<file path="src/logic/video_out_pkg.sv">
// Output pixel path types and control codes
// Shared by the output stages, the color channels and the DAC encoder
package video_out_pkg;

    localparam int NUM_COLORS = 3;

    // Channel order matches the bit order of the overlay color
    localparam int CH_R = 2;
    localparam int CH_G = 1;
    localparam int CH_B = 0;

    typedef logic [7:0] pixel_t;
    typedef pixel_t [NUM_COLORS-1:0] rgb_t;
    typedef logic [NUM_COLORS-1:0] osd_color_t;

    // Expansion port selection
    typedef logic [1:0] exp_sel_t;

    localparam exp_sel_t EXP_SEL_OFF       = 2'd0;
    localparam exp_sel_t EXP_SEL_EXTRA_OUT = 2'd1;
    localparam exp_sel_t EXP_SEL_LEGACY_IN = 2'd2;
    localparam exp_sel_t EXP_SEL_UVC_BDG   = 2'd3;

    // Analog output sync format
    typedef logic [1:0] extra_out_mode_t;

    localparam extra_out_mode_t EXTRA_OUT_RGBHV = 2'd0;
    localparam extra_out_mode_t EXTRA_OUT_RGBCS = 2'd1;
    localparam extra_out_mode_t EXTRA_OUT_RGSB  = 2'd2;
    localparam extra_out_mode_t EXTRA_OUT_YPBPR = 2'd3;

endpackage

</file>
<file path="src/logic/color_channel.sv">
// One color channel of the output path
// Overlay substitution, HDMI transmitter register and the DAC pipeline
module color_channel #(
    parameter int PIXEL_W = 8
) (
    input  logic                  pclk_out,
    input  logic                  po_reset_n,
    input  video_out_pkg::pixel_t pix_i,
    input  logic                  osd_enable_i,
    input  logic                  osd_bit_i,
    input  logic                  dac_en_i,
    output video_out_pkg::pixel_t hdmi_pix_o,
    output video_out_pkg::pixel_t dac_pix_o
);

    video_out_pkg::pixel_t pix_s1;
    video_out_pkg::pixel_t dac_pre;

    // Overlay bit drives the full channel
    always_ff @(posedge pclk_out or negedge po_reset_n) begin
        if (!po_reset_n) begin
            pix_s1 <= '0;
        end else if (osd_enable_i) begin
            pix_s1 <= {PIXEL_W{osd_bit_i}};
        end else begin
            pix_s1 <= pix_i;
        end
    end

    always_ff @(posedge pclk_out or negedge po_reset_n) begin
        if (!po_reset_n) begin
            hdmi_pix_o <= '0;
        end else begin
            hdmi_pix_o <= pix_s1;
        end
    end

    // DAC registers hold while the expansion port is used otherwise
    always_ff @(posedge pclk_out or negedge po_reset_n) begin
        if (!po_reset_n) begin
            dac_pre   <= '0;
            dac_pix_o <= '0;
        end else if (dac_en_i) begin
            dac_pre   <= pix_s1;
            dac_pix_o <= dac_pre;
        end
    end

endmodule

</file>
<file path="src/logic/dac_sync_encoder.sv">
// Sync encoder for the extra analog output
// Builds HS, VS, BLANK_N and SYNC_N per mode and packs the channel samples
module dac_sync_encoder (
    input  logic                         pclk_out,
    input  logic                         po_reset_n,
    input  logic                         hsync_i,
    input  logic                         vsync_i,
    input  logic                         de_i,
    input  logic                         dac_en_i,
    input  video_out_pkg::extra_out_mode_t mode_i,
    input  video_out_pkg::pixel_t        r_i,
    input  video_out_pkg::pixel_t        g_i,
    input  video_out_pkg::pixel_t        b_i,
    output video_out_pkg::rgb_t          vga_pix_o,
    output logic                         vga_hs_o,
    output logic                         vga_vs_o,
    output logic                         vga_blank_n_o,
    output logic                         vga_sync_n_o
);

    logic csync;
    logic mode_hv;
    logic hs_pre;
    logic vs_pre;
    logic blank_n_pre;
    logic sync_n_pre;

    // Composite sync, active low
    assign csync = ~(hsync_i ^ vsync_i);
    assign mode_hv = (mode_i == video_out_pkg::EXTRA_OUT_RGBHV);

    always_ff @(posedge pclk_out or negedge po_reset_n) begin
        if (!po_reset_n) begin
            hs_pre      <= 1'b0;
            vs_pre      <= 1'b0;
            blank_n_pre <= 1'b0;
            sync_n_pre  <= 1'b0;
        end else if (dac_en_i) begin
            hs_pre      <= mode_hv ? hsync_i : csync;
            vs_pre      <= mode_hv ? vsync_i : 1'b1;
            blank_n_pre <= (mode_i == video_out_pkg::EXTRA_OUT_YPBPR) ? 1'b1 : de_i;
            // Sync carried on the video signal
            sync_n_pre  <= ((mode_i == video_out_pkg::EXTRA_OUT_RGSB) ||
                            (mode_i == video_out_pkg::EXTRA_OUT_YPBPR)) ? csync : 1'b0;
        end
    end

    always_ff @(posedge pclk_out or negedge po_reset_n) begin
        if (!po_reset_n) begin
            vga_hs_o      <= 1'b0;
            vga_vs_o      <= 1'b0;
            vga_blank_n_o <= 1'b0;
            vga_sync_n_o  <= 1'b0;
        end else if (dac_en_i) begin
            vga_hs_o      <= hs_pre;
            vga_vs_o      <= vs_pre;
            vga_blank_n_o <= blank_n_pre;
            vga_sync_n_o  <= sync_n_pre;
        end
    end

    assign vga_pix_o[video_out_pkg::CH_R] = r_i;
    assign vga_pix_o[video_out_pkg::CH_G] = g_i;
    assign vga_pix_o[video_out_pkg::CH_B] = b_i;

endmodule

</file>
<file path="src/logic/ossc_video_out.sv">
// Output pixel path of the scan converter
// OSD overlay, HDMI transmitter outputs and extra analog DAC output
module ossc_video_out #(
    parameter int PIXEL_W = 8
) (
    input  logic                           pclk_out,
    input  logic                           po_reset_n,
    input  video_out_pkg::rgb_t            sc_pix_i,
    input  logic                           sc_hsync_i,
    input  logic                           sc_vsync_i,
    input  logic                           sc_de_i,
    input  logic                           osd_enable_i,
    input  video_out_pkg::osd_color_t      osd_color_i,
    input  video_out_pkg::exp_sel_t        exp_sel_i,
    input  video_out_pkg::extra_out_mode_t extra_out_mode_i,
    output video_out_pkg::rgb_t            hdmitx_pix_o,
    output logic                           hdmitx_hsync_o,
    output logic                           hdmitx_vsync_o,
    output logic                           hdmitx_de_o,
    output video_out_pkg::rgb_t            vga_pix_o,
    output logic                           vga_hs_o,
    output logic                           vga_vs_o,
    output logic                           vga_blank_n_o,
    output logic                           vga_sync_n_o,
    output logic                           vga_oe_o
);

    logic hsync_s1;
    logic vsync_s1;
    logic de_s1;
    logic dac_en;
    video_out_pkg::rgb_t dac_pix;

    out_sync_pipe u_out_sync_pipe (
        .pclk_out     (pclk_out),
        .po_reset_n   (po_reset_n),
        .hsync_i      (sc_hsync_i),
        .vsync_i      (sc_vsync_i),
        .de_i         (sc_de_i),
        .exp_sel_i    (exp_sel_i),
        .hsync_s1_o   (hsync_s1),
        .vsync_s1_o   (vsync_s1),
        .de_s1_o      (de_s1),
        .hdmi_hsync_o (hdmitx_hsync_o),
        .hdmi_vsync_o (hdmitx_vsync_o),
        .hdmi_de_o    (hdmitx_de_o),
        .dac_en_o     (dac_en)
    );

    // One slice per color, overlay bit taken from the matching position
    for (genvar ch = 0; ch < video_out_pkg::NUM_COLORS; ch++) begin : g_channel
        color_channel #(
            .PIXEL_W (PIXEL_W)
        ) u_color_channel (
            .pclk_out     (pclk_out),
            .po_reset_n   (po_reset_n),
            .pix_i        (sc_pix_i[ch]),
            .osd_enable_i (osd_enable_i),
            .osd_bit_i    (osd_color_i[ch]),
            .dac_en_i     (dac_en),
            .hdmi_pix_o   (hdmitx_pix_o[ch]),
            .dac_pix_o    (dac_pix[ch])
        );
    end

    dac_sync_encoder u_dac_sync_encoder (
        .pclk_out      (pclk_out),
        .po_reset_n    (po_reset_n),
        .hsync_i       (hsync_s1),
        .vsync_i       (vsync_s1),
        .de_i          (de_s1),
        .dac_en_i      (dac_en),
        .mode_i        (extra_out_mode_i),
        .r_i           (dac_pix[video_out_pkg::CH_R]),
        .g_i           (dac_pix[video_out_pkg::CH_G]),
        .b_i           (dac_pix[video_out_pkg::CH_B]),
        .vga_pix_o     (vga_pix_o),
        .vga_hs_o      (vga_hs_o),
        .vga_vs_o      (vga_vs_o),
        .vga_blank_n_o (vga_blank_n_o),
        .vga_sync_n_o  (vga_sync_n_o)
    );

    // Expansion port driven only in extra output mode
    assign vga_oe_o = dac_en;

endmodule

</file>
<file path="src/logic/out_sync_pipe.sv">
// Sync and data-enable pipeline for the output and HDMI transmitter stages
// Also decodes whether the expansion port carries the extra analog output
module out_sync_pipe (
    input  logic                  pclk_out,
    input  logic                  po_reset_n,
    input  logic                  hsync_i,
    input  logic                  vsync_i,
    input  logic                  de_i,
    input  video_out_pkg::exp_sel_t exp_sel_i,
    output logic                  hsync_s1_o,
    output logic                  vsync_s1_o,
    output logic                  de_s1_o,
    output logic                  hdmi_hsync_o,
    output logic                  hdmi_vsync_o,
    output logic                  hdmi_de_o,
    output logic                  dac_en_o
);

    // Output stage
    always_ff @(posedge pclk_out or negedge po_reset_n) begin
        if (!po_reset_n) begin
            hsync_s1_o <= 1'b0;
            vsync_s1_o <= 1'b0;
            de_s1_o    <= 1'b0;
        end else begin
            hsync_s1_o <= hsync_i;
            vsync_s1_o <= vsync_i;
            de_s1_o    <= de_i;
        end
    end

    // Transmitter stage
    always_ff @(posedge pclk_out or negedge po_reset_n) begin
        if (!po_reset_n) begin
            hdmi_hsync_o <= 1'b0;
            hdmi_vsync_o <= 1'b0;
            hdmi_de_o    <= 1'b0;
        end else begin
            hdmi_hsync_o <= hsync_s1_o;
            hdmi_vsync_o <= vsync_s1_o;
            hdmi_de_o    <= de_s1_o;
        end
    end

    // Quasi-static firmware setting, used unregistered
    assign dac_en_o = (exp_sel_i == video_out_pkg::EXP_SEL_EXTRA_OUT);

endmodule

</file>
<file path="config.mk">
export PLATFORM = sky130hd
export DESIGN_NAME = ossc_video_out
export DESIGN_NICKNAME = d
export VERILOG_FILES = /design/src/logic/video_out_pkg.sv /design/src/logic/color_channel.sv /design/src/logic/dac_sync_encoder.sv /design/src/logic/ossc_video_out.sv /design/src/logic/out_sync_pipe.sv
export SDC_FILE = /design/constraint.sdc
export NUM_CORES = 1
export LEC_CHECK = 0
export BUFFER_PORTS_ARGS = -buffer_cell sky130_fd_sc_hd__buf_2
export CORE_UTILIZATION = 56
export DETAILED_ROUTE_END_ITERATION = 12
export GPL_ROUTABILITY_DRIVEN = 0
export GPL_TIMING_DRIVEN = 0
export PLACE_DENSITY_LB_ADDON = 0.3
export SYNTH_ARGS = -nofsm -noshare
export SYNTH_HDL_FRONTEND = slang
export SYNTH_SLANG_ARGS = --single-unit
</file>
<file path="constraint.sdc">
create_clock -name pclk_out -period 2.38 [get_ports pclk_out]
set_input_delay 0.476 -clock pclk_out [delete_from_list [all_inputs] [get_ports pclk_out]]
set_output_delay 0.476 -clock pclk_out [all_outputs]
set_load 0.05 [all_outputs]
</file>
==> results by group, run 1 <==
Clocking
  • TritonCTS Buffers: 9
  • CTS root buf: sky130_fd_sc_hd__clkbuf_8
  • Clock edge transition at the registers on the reported setup and hold paths: 0.10 ns
  • CTS tree: yes
  • CTS H-tree depth: 3
  • Deepest clock path buffer count: 2
  • Cts-stage hold buffer count: 0
  • Clk_lat worst skew: 0.37 ns
  • Number of instances resized during post-cts repair: 0
  • Number of setup buffers added after CTS: 0
  • Clock sinks: 110

Place
  • Detail Placement HPWL: 4.81 mm
  • IO Port Bufs: 91
  • Instance area after placement: 4340 sq um

Logic synthesis
  • Register area share after synthesis: 73.3%
  • Compound-gate portion of the synthesized area: 3.93%
  • Synth area leaders: sky130_fd_sc_hd__dfrtp_1 (73%), sky130_fd_sc_hd__nand2_1 (16%), sky130_fd_sc_hd__o21ai_0 (3.6%)
  • Fraction of the mapped netlist area in adder cells: 0%
  • Average footprint of a synthesized cell: 10.8 sq um
  • Area share of the largest cell type after synthesis: 73.3%
  • Post-synthesis instance area: 3760 sq um
  • Xor and xnor fraction of the mapped netlist area: 0.466%
  • FF+latch count, synth: 110
  • Cell accounting for the most synthesized area: sky130_fd_sc_hd__dfrtp_1
  • Area fraction in and, or, nand and nor cells after synthesis: 17.0%
  • Post-synth net total: 385
  • Post-Syn Instances: 348
  • Combinational family with the most area after synthesis: simple AND/OR/NAND/NOR gates
  • Warnings from Yosys: 0
  • Fraction of synthesized area in multiplexers: 0%
  • Distinct cell type count after synthesis: 16

Setup path
  • Most frequent cell on the critical path: sky130_fd_sc_hd__buf_2
  • Cell-by-cell listing of the critical path: buf_2 -> nand2b_4 -> buf_6 -> inv_4 -> buf_4 -> buf_2
  • Classification of the worst setup path: in2out
  • Critical Path Source Type: input pin
  • Bufs and invs on worst path: 5
  • Crit path max fanout: 10
  • Top cell family by delay on the critical path: buffers and inverters
  • Highest-delay cell along the critical path: sky130_fd_sc_hd__buf_2
  • Data required, critical path: 1.90 ns
  • Arrival time worst endpoint: 1.38 ns
  • Largest stage delay on the critical path: 0.27 ns
  • Sort of element at the end of the critical path: primary output

Global routing
  • First-pass GRT wire length: 11.3 mm
  • All-Layer GR Usage: 21.2%
  • Initial antenna violation count: 0
  • Via count of the first global-routing pass: 2413
  • Pin count of the biggest net entering global routing: 59
  • Total overflow reported by the global router: 0

STA
  • Fmax: 539 MHz
  • Transition time at the pin with the least slew margin: 0.665 ns
  • Crit share post-route: 77.9%
  • Fin crit period: 1.85 ns
  • Worst Hold Slack: 0.123 ns
  • Final hold violation count: 0
  • Final setup vio count: 0
  • Worst rel slew slack: 55.6%
  • Worst clock skew on the final layout: 0.0128 ns
  • Max Slew Vio Count: 0
  • RSZ-0062 raised after global routing: no

Die
  • Horizontal die dimension: 83.9 um
  • Standard-cell row count: 29
  • Total Die Area: 7040 sq um
  • Initial core utilization: 58.5%
  • Area of the core: 6420 sq um
  • I/O pin total: 93
  • Die height: 83.9 um

Route
  • Count of TritonRoute iterations in the first routing pass: 9
  • Antenna Violating Nets Remaining: 0
  • Count of routing violations after the opening detailed-route iteration: 138
  • Average wire length per cell after detail routing: 12.4 um
  • Via-per-instance ratio: 4.71
  • DRC violations left: 12
  • Post-Route WL: 6.62 mm
  • Via count: 2513

Layout
  • Combined flip-flop and latch cell area: 2750 sq um
  • Total Nets Final: 488
  • Layout overhead on the synthesized area: 20.3%
  • Number of filler instances in the final layout: 498
  • Proportion of layout cells with a drive suffix above 1: 26.8%
  • Commonest cells after routing, fill and taps aside: sky130_fd_sc_hd__nand2_1 (164), sky130_fd_sc_hd__dfrtp_1 (110), sky130_fd_sc_hd__buf_2 (95), sky130_fd_sc_hd__o21ai_0 (27), sky130_fd_sc_hd__inv_1 (24)
  • Post-route cell area: 4520 sq um
  • Final cell utilization of the core: 70.4%
  • Diode insertion count for antenna repair: 0
  • Area of the multi-input gates: 805 sq um
  • Most common cell after layout, fill and taps aside: sky130_fd_sc_hd__nand2_1

Power
  • Pwr per Cell Area: 890 nW/um^2
  • LEAKAGE: 0.00256 uW
  • Max VDD drop: 438 uV

Hold path
  • Path class of the lowest-slack min-delay path: in2async

Outcome
  • Failing checks: design-rule violations
  • Run status: finished, violations left

Job
  • Number of maximum-capacitance violations: 0
cells in the mapped netlist, drive strengths merged:
library cell,count
o21ai,27
nor3,1
nand3,1
inv,25
nand2,164
xor2,1
buf,13
a21oi,1
clkbuf,2
o21bai,1
nand2b,1
dfrtp,110
xnor2,1
registers in the layout, summed over array words and instances, names as in the netlist:
| signal | flops |
|---|---|
| u_out_sync_pipe.vsync_s1_o | 1 |
| u_dac_sync_encoder.vga_sync_n_o | 1 |
| u_dac_sync_encoder.vga_hs_o | 1 |
| u_dac_sync_encoder.vs_pre | 1 |
| u_out_sync_pipe.hdmi_hsync_o | 1 |
| u_out_sync_pipe.de_s1_o | 1 |
| g_channel.u_color_channel.hdmi_pix_o | 24 |
| u_dac_sync_encoder.hs_pre | 1 |
| g_channel.u_color_channel.dac_pix_o | 24 |
| u_dac_sync_encoder.sync_n_pre | 1 |
| u_out_sync_pipe.hdmi_vsync_o | 1 |
| u_out_sync_pipe.hdmi_de_o | 1 |
| u_out_sync_pipe.hsync_s1_o | 1 |
| g_channel.u_color_channel.dac_pre | 24 |
| g_channel.u_color_channel.pix_s1 | 24 |
| u_dac_sync_encoder.vga_blank_n_o | 1 |
| u_dac_sync_encoder.blank_n_pre | 1 |
| u_dac_sync_encoder.vga_vs_o | 1 |
report_power, final:
| part | internal, uW | leakage (uW) | switching [uW] | total [uW] |
|---|---|---|---|---|
| logic | 189 | 0.00112 | 628 | 817 |
| clock network | 419 | 0.0000866 | 610 | 1030 |
| registers | 2080 | 0.00135 | 103 | 2180 |
| total | 2680 | 0.00256 | 1340 | 4020 |
through the flow:
step           TNS [ns]  instances  power, uW  setup WS, ns
2_1_floorplan         0        348       2780         0.885
3_5_place_dp          0        517       3040         0.527
4_1_cts               0        533       4060         0.519
5_1_grt               0        533       4210         0.487
6_report              0        533       4020         0.526
3_3_place_gp     -28.20        516       3010        -0.260
final timing paths:
path	startpoint	endpoint	slack, ns	depth (start not counted)
max reg2reg	u_out_sync_pipe.vsync_s1_o	u_dac_sync_encoder.hs_pre	1.41	3
min in group pclk_out	sc_vsync_i	u_out_sync_pipe.vsync_s1_o	0.20	1
max in group asynchronous	po_reset_n	g_channel[1].u_color_channel.dac_pix_o[3]	1.55	2
max	exp_sel_i[1]	vga_oe_o	0.53	6
min reg2reg	g_channel[2].u_color_channel.pix_s1[1]	g_channel[2].u_color_channel.hdmi_pix_o[1]	0.38	0
min	po_reset_n	u_out_sync_pipe.hdmi_hsync_o	0.12	1
layer usage:
layer	routed length [um]	GRT usage (%)	share of wire, %
met1	3120	29.6	47
met2	3020	32.0	46
met3	338	3.56	5.1
met4	143	11.8	2.2
met5	0	0	0
layout make-up:
type / count / area share (%)
clock inverters: 5 / 0.913
clock buffers: 11 / 3.13
flip-flops and latches: 110 / 60.9
plain buffers: 15 / 2.30
inverters: 25 / 2.13
multi-input cells: 198 / 17.8
well taps: 77 / 2.13
repair buffers: 92 / 10.7
kinds of logic after synthesis:
| family | count (synthesis) |
|---|---|
| buf+inv | 40 |
| flops | 110 |
| xor+xnor | 2 |
| simple gates | 167 |
| compound gates | 29 |
No activity file was read; power rests on OpenSTA's default activity.
==> run 2: changes to the inputs <==
CORE_UTILIZATION = 47   (was 56)
clock period = 1.61 ns   (was 2.38 ns; I/O delays follow)
==> run 2 against run 1 <==
Effect of this change:
- the run now ends clean
- sequential cell count unchanged
- largest cell class unchanged
- total power increased by 52%
- final cell count increased by 4.9%
- design area increased by 1.6%
- setup slack got worse by 0.44 ns
- non-clock buffer count increased by 1
- critical endpoint unchanged
==> results by group, run 2 (same netlist as run 1, synthesis figures left out) <==
Setup path
  • Crit path max fanout: 10 (unchanged)
  • Sort of element at the end of the critical path: primary output
  • Data required, critical path: 1.29 ns (-0.61 ns)
  • Worst reg2reg setup slack: 0.58 ns (-0.83 ns)
  • Critical Path Start: exp_sel_i[1]
  • Critical Path Source Type: input pin
  • Highest-delay cell along the critical path: sky130_fd_sc_hd__clkbuf_4
  • Depth of the most critical reg-to-reg path: 3 (unchanged)
  • Classification of the worst setup path: in2out
  • Arrival time worst endpoint: 1.20 ns (-0.18 ns)
  • Cell-by-cell listing of the critical path: buf_2 -> nand2b_4 -> buf_6 -> inv_4 -> buf_4 -> clkbuf_4
  • Endpoint of the worst register-to-register path: u_dac_sync_encoder.hs_pre
  • Critical Path End: vga_oe_o
  • R2R Path Start: u_out_sync_pipe.vsync_s1_o
  • Largest stage delay on the critical path: 0.24 ns (-0.03 ns)

Job
  • Number of maximum-capacitance violations: 0 (unchanged)

Outcome
  • Run status: completed

Power
  • LEAKAGE: 0.00258 uW (+0.90%)
  • Pwr per Cell Area: 1330 nW/um^2 (+50%)
  • Max VDD drop: 580 uV (+33%)
  • Overall power of the completed layout: 6130 uW (+52%)

Die
  • Initial core utilization: 48.6% (-9.9 points)
  • Standard-cell row count: 32 (+10%)
  • Die height: 91.4 um (+8.9%)
  • I/O pin total: 93 (unchanged)
  • Area of the core: 7730 sq um (+20%)
  • Total Die Area: 8360 sq um (+19%)
  • Horizontal die dimension: 91.4 um (+8.9%)

STA
  • Fin crit period: 1.52 ns
  • Crit share post-route: 94.6%
  • Max Slew Vio Count: 0 (unchanged)
  • Final setup vio count: 0 (unchanged)
  • Fmax: 657 MHz
  • Final hold violation count: 0 (unchanged)
  • Transition time at the pin with the least slew margin: 0.614 ns (-0.0515 ns)
  • RSZ-0062 raised after global routing: no
  • Worst Hold Slack: 0.0611 ns (-0.0624 ns)
  • Worst rel slew slack: 59.1% (+3.4 points)
  • Worst clock skew on the final layout: 0.00653 ns (-0.00627 ns)

Route
  • Count of TritonRoute iterations in the first routing pass: 4 (-5)
  • Count of routing violations after the opening detailed-route iteration: 177 (+28%)
  • Average wire length per cell after detail routing: 11.9 um (-3.8%)
  • Post-Route WL: 6.68 mm (+0.88%)
  • DRC violations left: 0 (-12)
  • Via count: 2468 (-1.8%)
  • Via-per-instance ratio: 4.42 (-6.4%)
  • Antenna Violating Nets Remaining: 0 (unchanged)

Global routing
  • Total overflow reported by the global router: 0 (unchanged)
  • All-Layer GR Usage: 18.0% (-3.2 points)
  • First-pass GRT wire length: 11.6 mm (+2.9%)
  • Pin count of the biggest net entering global routing: 63 (+6.8%)
  • Via count of the first global-routing pass: 2428 (+0.62%)
  • Initial antenna violation count: 0 (unchanged)

Layout
  • Total Nets Final: 489 (+0.20%)
  • Layout overhead on the synthesized area: 22.3%
  • Proportion of layout cells with a drive suffix above 1: 26.9% (+0.16 points)
  • Final cell utilization of the core: 59.5% (-11 points)
  • Post-route cell area: 4600 sq um (+1.6%)
  • Commonest cells after routing, fill and taps aside: sky130_fd_sc_hd__nand2_1 (164), sky130_fd_sc_hd__dfrtp_1 (110), sky130_fd_sc_hd__buf_2 (94), sky130_fd_sc_hd__o21ai_0 (27), sky130_fd_sc_hd__inv_1 (24)
  • Layout Cells excl Fill: 559 (+4.9%)
  • Most common cell after layout, fill and taps aside: sky130_fd_sc_hd__nand2_1
  • Diode insertion count for antenna repair: 0 (unchanged)

Clocking
  • Clock sinks: 110 (unchanged)
  • Clk_lat worst skew: 0.36 ns (about the same)
  • Clock edge transition at the registers on the reported setup and hold paths: 0.10 ns (about the same)
  • Deepest clock path buffer count: 2 (unchanged)
  • CTS tree: yes
  • CTS H-tree depth: 3 (unchanged)
  • CTS root buf: sky130_fd_sc_hd__clkbuf_8
  • TritonCTS Buffers: 9 (unchanged)

Place
  • Detail Placement HPWL: 4.81 mm (about the same)
  • Placed cell count: 542 (+4.8%)
  • IO Port Bufs: 91 (unchanged)
  • Instance area after placement: 4370 sq um (+0.72%)

Hold path
  • Path class of the lowest-slack min-delay path: in2reg
## run 2: worst min-delay path by stage
| stage | cells after the start | from | slack [ns] | endpoint |
|---|---|---|---|---|
| after global routing | 1 | sc_vsync_i | 0.05 | u_out_sync_pipe.vsync_s1_o |
| final | 1 | sc_vsync_i | 0.06 | u_out_sync_pipe.vsync_s1_o |
| after detailed placement | 0 | g_channel[2].u_color_channel.pix_s1[5] | 0.36 | g_channel[2].u_color_channel.hdmi_pix_o[5] |
| after global placement | 0 | g_channel[2].u_color_channel.pix_s1[7] | 0.36 | g_channel[2].u_color_channel.hdmi_pix_o[7] |
| after CTS | 1 | sc_vsync_i | 0.05 | u_out_sync_pipe.vsync_s1_o |
| after floorplan | 0 | po_reset_n | 0.03 | g_channel[0].u_color_channel.dac_pix_o[0] |
## run 2: what timing repair did
item	in CTS	in global routing
endpoints found under the hold margin	48	0
hold buffers	1	0
endpoints found under the setup margin	0	1
setup buffers	0	0
gates resized for setup	0	1
## run 2: final cells by class
type / count / area, sq um
clock inverter: 6 / 75.1
fill: 693 / 3130
buffer: 15 / 104
inverter: 25 / 96.3
multi-input combinational: 198 / 805
clock buffer: 10 / 138
timing repair buffer: 93 / 498
sequential: 110 / 2750
tap: 102 / 128
## run 2: critical path: cells and delay by family
| family | cells | cell delay [ns] |
|---|---|---|
| AND/OR/NAND/NOR | 1 | 0.13 |
| buffers and inverters | 5 | 0.75 |
## run 2: per-layer routing
| metal | up-vias | track usage, % | share of wire (%) |
|---|---|---|---|
| met5 | - | 0 | 0 |
| met4 | 0 | 7.54 | 1.4 |
| met3 | 9 | 2.93 | 4.4 |
| met2 | 65 | 28.0 | 46 |
| met1 | 1137 | 25.1 | 48 |
| li1 | 1257 | - | - |
## run 2: metrics by stage
step,TNS [ns],worst slack (ns)
3_5_place_dp,0,0.0439
2_1_floorplan,0,0.423
4_1_cts,0,0.0394
6_report,0,0.0873
5_1_grt,0,0.0213
3_3_place_gp,-96.10,-0.878
## run 2: report_power, final
group / internal, uW / switching (uW)
clock network: 787 / 912
logic: 281 / 926
registers: 3070 / 151
total: 4140 / 1990
==> run 3: changes to the inputs <==
GPL_TIMING_DRIVEN = 1   (was 0)
==> run 3 against run 2 <==
Effect of this change:
- register-to-register slack improved by 0.07 ns
- critical path depth decreased by 5
- sequential power hardly changed
- sequential share of layout area up 1.1 points
- combinational power barely moved
- maximum frequency up 14%
- setup slack better by 0.18 ns
==> results by group, run 3 (same netlist as run 1, synthesis figures left out) <==
Die
  • Horizontal die dimension: 91.4 um (unchanged)
  • I/O pin total: 93 (unchanged)
  • Die height: 91.4 um (unchanged)
  • Total Die Area: 8360 sq um (unchanged)
  • Initial core utilization: 48.6% (unchanged)
  • Area of the core: 7730 sq um (unchanged)
  • Standard-cell row count: 32 (unchanged)

Layout
  • Layout Cells excl Fill: 549 (-1.8%)
  • Final cell utilization of the core: 58.4% (-1.1 points)
  • Most common cell after layout, fill and taps aside: sky130_fd_sc_hd__nand2_1
  • Combined flip-flop and latch cell area: 2750 sq um (unchanged)
  • Total Nets Final: 479 (-2.0%)
  • Commonest cells after routing, fill and taps aside: sky130_fd_sc_hd__nand2_1 (164), sky130_fd_sc_hd__dfrtp_1 (110), sky130_fd_sc_hd__buf_2 (91), sky130_fd_sc_hd__o21ai_0 (27), sky130_fd_sc_hd__inv_1 (24)
  • Post-route cell area: 4510 sq um (-1.8%)
  • Layout overhead on the synthesized area: 20.1%
  • Proportion of layout cells with a drive suffix above 1: 25.5% (-1.4 points)
  • Diode insertion count for antenna repair: 0 (unchanged)
  • Number of filler instances in the final layout: 713 (+2.9%)
  • Area of the multi-input gates: 805 sq um (unchanged)

Setup path
  • Bufs and invs on worst path: 1 (-4)
  • Top cell family by delay on the critical path: flip-flops
  • Arrival time worst endpoint: 1.02 ns (-0.18 ns)
  • Highest-delay cell along the critical path: sky130_fd_sc_hd__dfrtp_1
  • Cell-by-cell listing of the critical path: buf_2
  • Crit path max fanout: 2 (-8)
  • Classification of the worst setup path: reg2out
  • Data required, critical path: 1.29 ns (about the same)
  • Critical Path Source Type: register
  • Sort of element at the end of the critical path: primary output
  • Largest stage delay on the critical path: 0.39 ns (+0.15 ns)

Outcome
  • Run status: completed

Clocking
  • Clock sinks: 110 (unchanged)
  • Deepest clock path buffer count: 2 (unchanged)
  • Number of instances resized during post-cts repair: 0 (unchanged)
  • CTS root buf: sky130_fd_sc_hd__clkbuf_8
  • Number of setup buffers added after CTS: 0 (unchanged)
  • Cts-stage hold buffer count: 1 (unchanged)
  • CTS tree: yes
  • Clock edge transition at the registers on the reported setup and hold paths: 0.10 ns (about the same)
  • Clk_lat worst skew: 0.35 ns (about the same)
  • TritonCTS Buffers: 9 (unchanged)
  • CTS H-tree depth: 3 (unchanged)

Route
  • DRC violations left: 0 (unchanged)
  • Count of routing violations after the opening detailed-route iteration: 184 (+4.0%)
  • Average wire length per cell after detail routing: 12.3 um (+2.9%)
  • Via count: 2426 (-1.7%)
  • Count of TritonRoute iterations in the first routing pass: 4 (unchanged)
  • Via-per-instance ratio: 4.42 (about the same)
  • Post-Route WL: 6.75 mm (+1.1%)
  • Antenna Violating Nets Remaining: 0 (unchanged)

STA
  • Final setup vio count: 0 (unchanged)
  • Transition time at the pin with the least slew margin: 0.569 ns (-0.0444 ns)
  • Worst clock skew on the final layout: 0.00827 ns (+0.00173 ns)
  • Final hold violation count: 0 (unchanged)
  • Crit share post-route: 83.2% (-11 points)
  • Fin crit period: 1.34 ns (-0.184 ns)
  • RSZ-0062 raised after global routing: no
  • Worst Hold Slack: 0.0635 ns (+0.00249 ns)
  • Max Slew Vio Count: 0 (unchanged)
  • Fmax: 747 MHz (+14%)
  • Setup TNS Final: 0 ns (unchanged)
  • Worst rel slew slack: 62.0% (+3.0 points)

Global routing
  • First-pass GRT wire length: 11.5 mm (-0.71%)
  • Total overflow reported by the global router: 0 (unchanged)
  • Initial antenna violation count: 0 (unchanged)
  • All-Layer GR Usage: 18.0% (+0.040 points)
  • Pin count of the biggest net entering global routing: 60 (-4.8%)
  • Via count of the first global-routing pass: 2359 (-2.8%)

Place
  • Placed cell count: 532 (-1.8%)
  • Instance area after placement: 4310 sq um (-1.5%)
  • Detail Placement HPWL: 4.62 mm (-4.0%)
  • IO Port Bufs: 92 (+1.1%)

Power
  • Max VDD drop: 609 uV (+5.0%)
  • Internal power of the cells: 4070 uW (-1.7%)
  • Gate power share: 19.8% (about the same)
  • Power dissipated by switching net loads: 1960 uW (-1.4%)
  • Part of the total power dissipated in the clock network: 26.8% (-0.9 points)
  • Sequential share of power: 53.4% (+0.8 points)
  • LEAKAGE: 0.00253 uW (-1.9%)
  • Pwr per Cell Area: 1340 nW/um^2 (+0.19%)
  • Fraction of power spent switching nets: 32.5% (+0.066 points)

Hold path
  • Path class of the lowest-slack min-delay path: in2reg

Job
  • Number of maximum-capacitance violations: 0 (unchanged)
==> run 3: changes by cell type in the layout (fill, tap and decap cells not counted), moves of 2 or more <==
cell and change:
sky130_fd_sc_hd__buf_12 +2, sky130_fd_sc_hd__buf_2 -3, sky130_fd_sc_hd__buf_6 -3, sky130_fd_sc_hd__inv_6 -2, sky130_fd_sc_hd__buf_4 -2
==> run 3: cell type report <==
cell class / instances / area share, %
multi-input cells: 198 / 17.8
repair buffers: 98 / 11.9
well taps: 102 / 2.83
flip-flops and latches: 110 / 61.0
clock inverters: 6 / 1.55
inverters: 25 / 2.13
clock buffers: 10 / 2.83
==> run 3: per-stage QoR <==
step                power, uW  setup WS [ns]
detailed placement       4490          0.274
finish                   6030          0.271
global route             6330          0.214
floorplan                4120          0.423
CTS                      6100          0.255
global placement         4450          0.291
==> run 3: worst paths after layout <==
path | to | start | cells after the start | slack, ns
min in group asynchronous | u_dac_sync_encoder.blank_n_pre | po_reset_n | 2 | 0.40
hold / removal | u_out_sync_pipe.vsync_s1_o | sc_vsync_i | 1 | 0.06
hold reg to reg | g_channel[2].u_color_channel.hdmi_pix_o[0] | g_channel[2].u_color_channel.pix_s1[0] | 0 | 0.38
setup / recovery | vga_pix_o[19] | g_channel[2].u_color_channel.dac_pix_o[3] | 1 | 0.27
setup reg to reg | u_dac_sync_encoder.hs_pre | u_out_sync_pipe.vsync_s1_o | 3 | 0.65
max in group asynchronous | g_channel[2].u_color_channel.dac_pre[3] | po_reset_n | 3 | 0.67
==> run 3: power by group through the flow <==
| stage | registers, uW | logic [uW] | clock network (uW) |
|---|---|---|---|
| 2_1_floorplan | 3850 | 267 | 0 |
| 6_report | 3220 | 1190 | 1610 |
| 3_5_place_dp | 3280 | 1200 | 0 |
| 4_1_cts | 3230 | 1210 | 1660 |
| 3_3_place_gp | 3270 | 1190 | 0 |
| 5_1_grt | 3270 | 1290 | 1780 |
==> run 3: routing by layer <==
layer  up-vias  global-route usage, %  routed length [um]
met4         0                   6.75                  62
li1       1241                      -                   -
met1      1118                   25.8                3270
met5         -                      0                   0
met3         5                   3.94                 295
met2        62                   26.9                3120
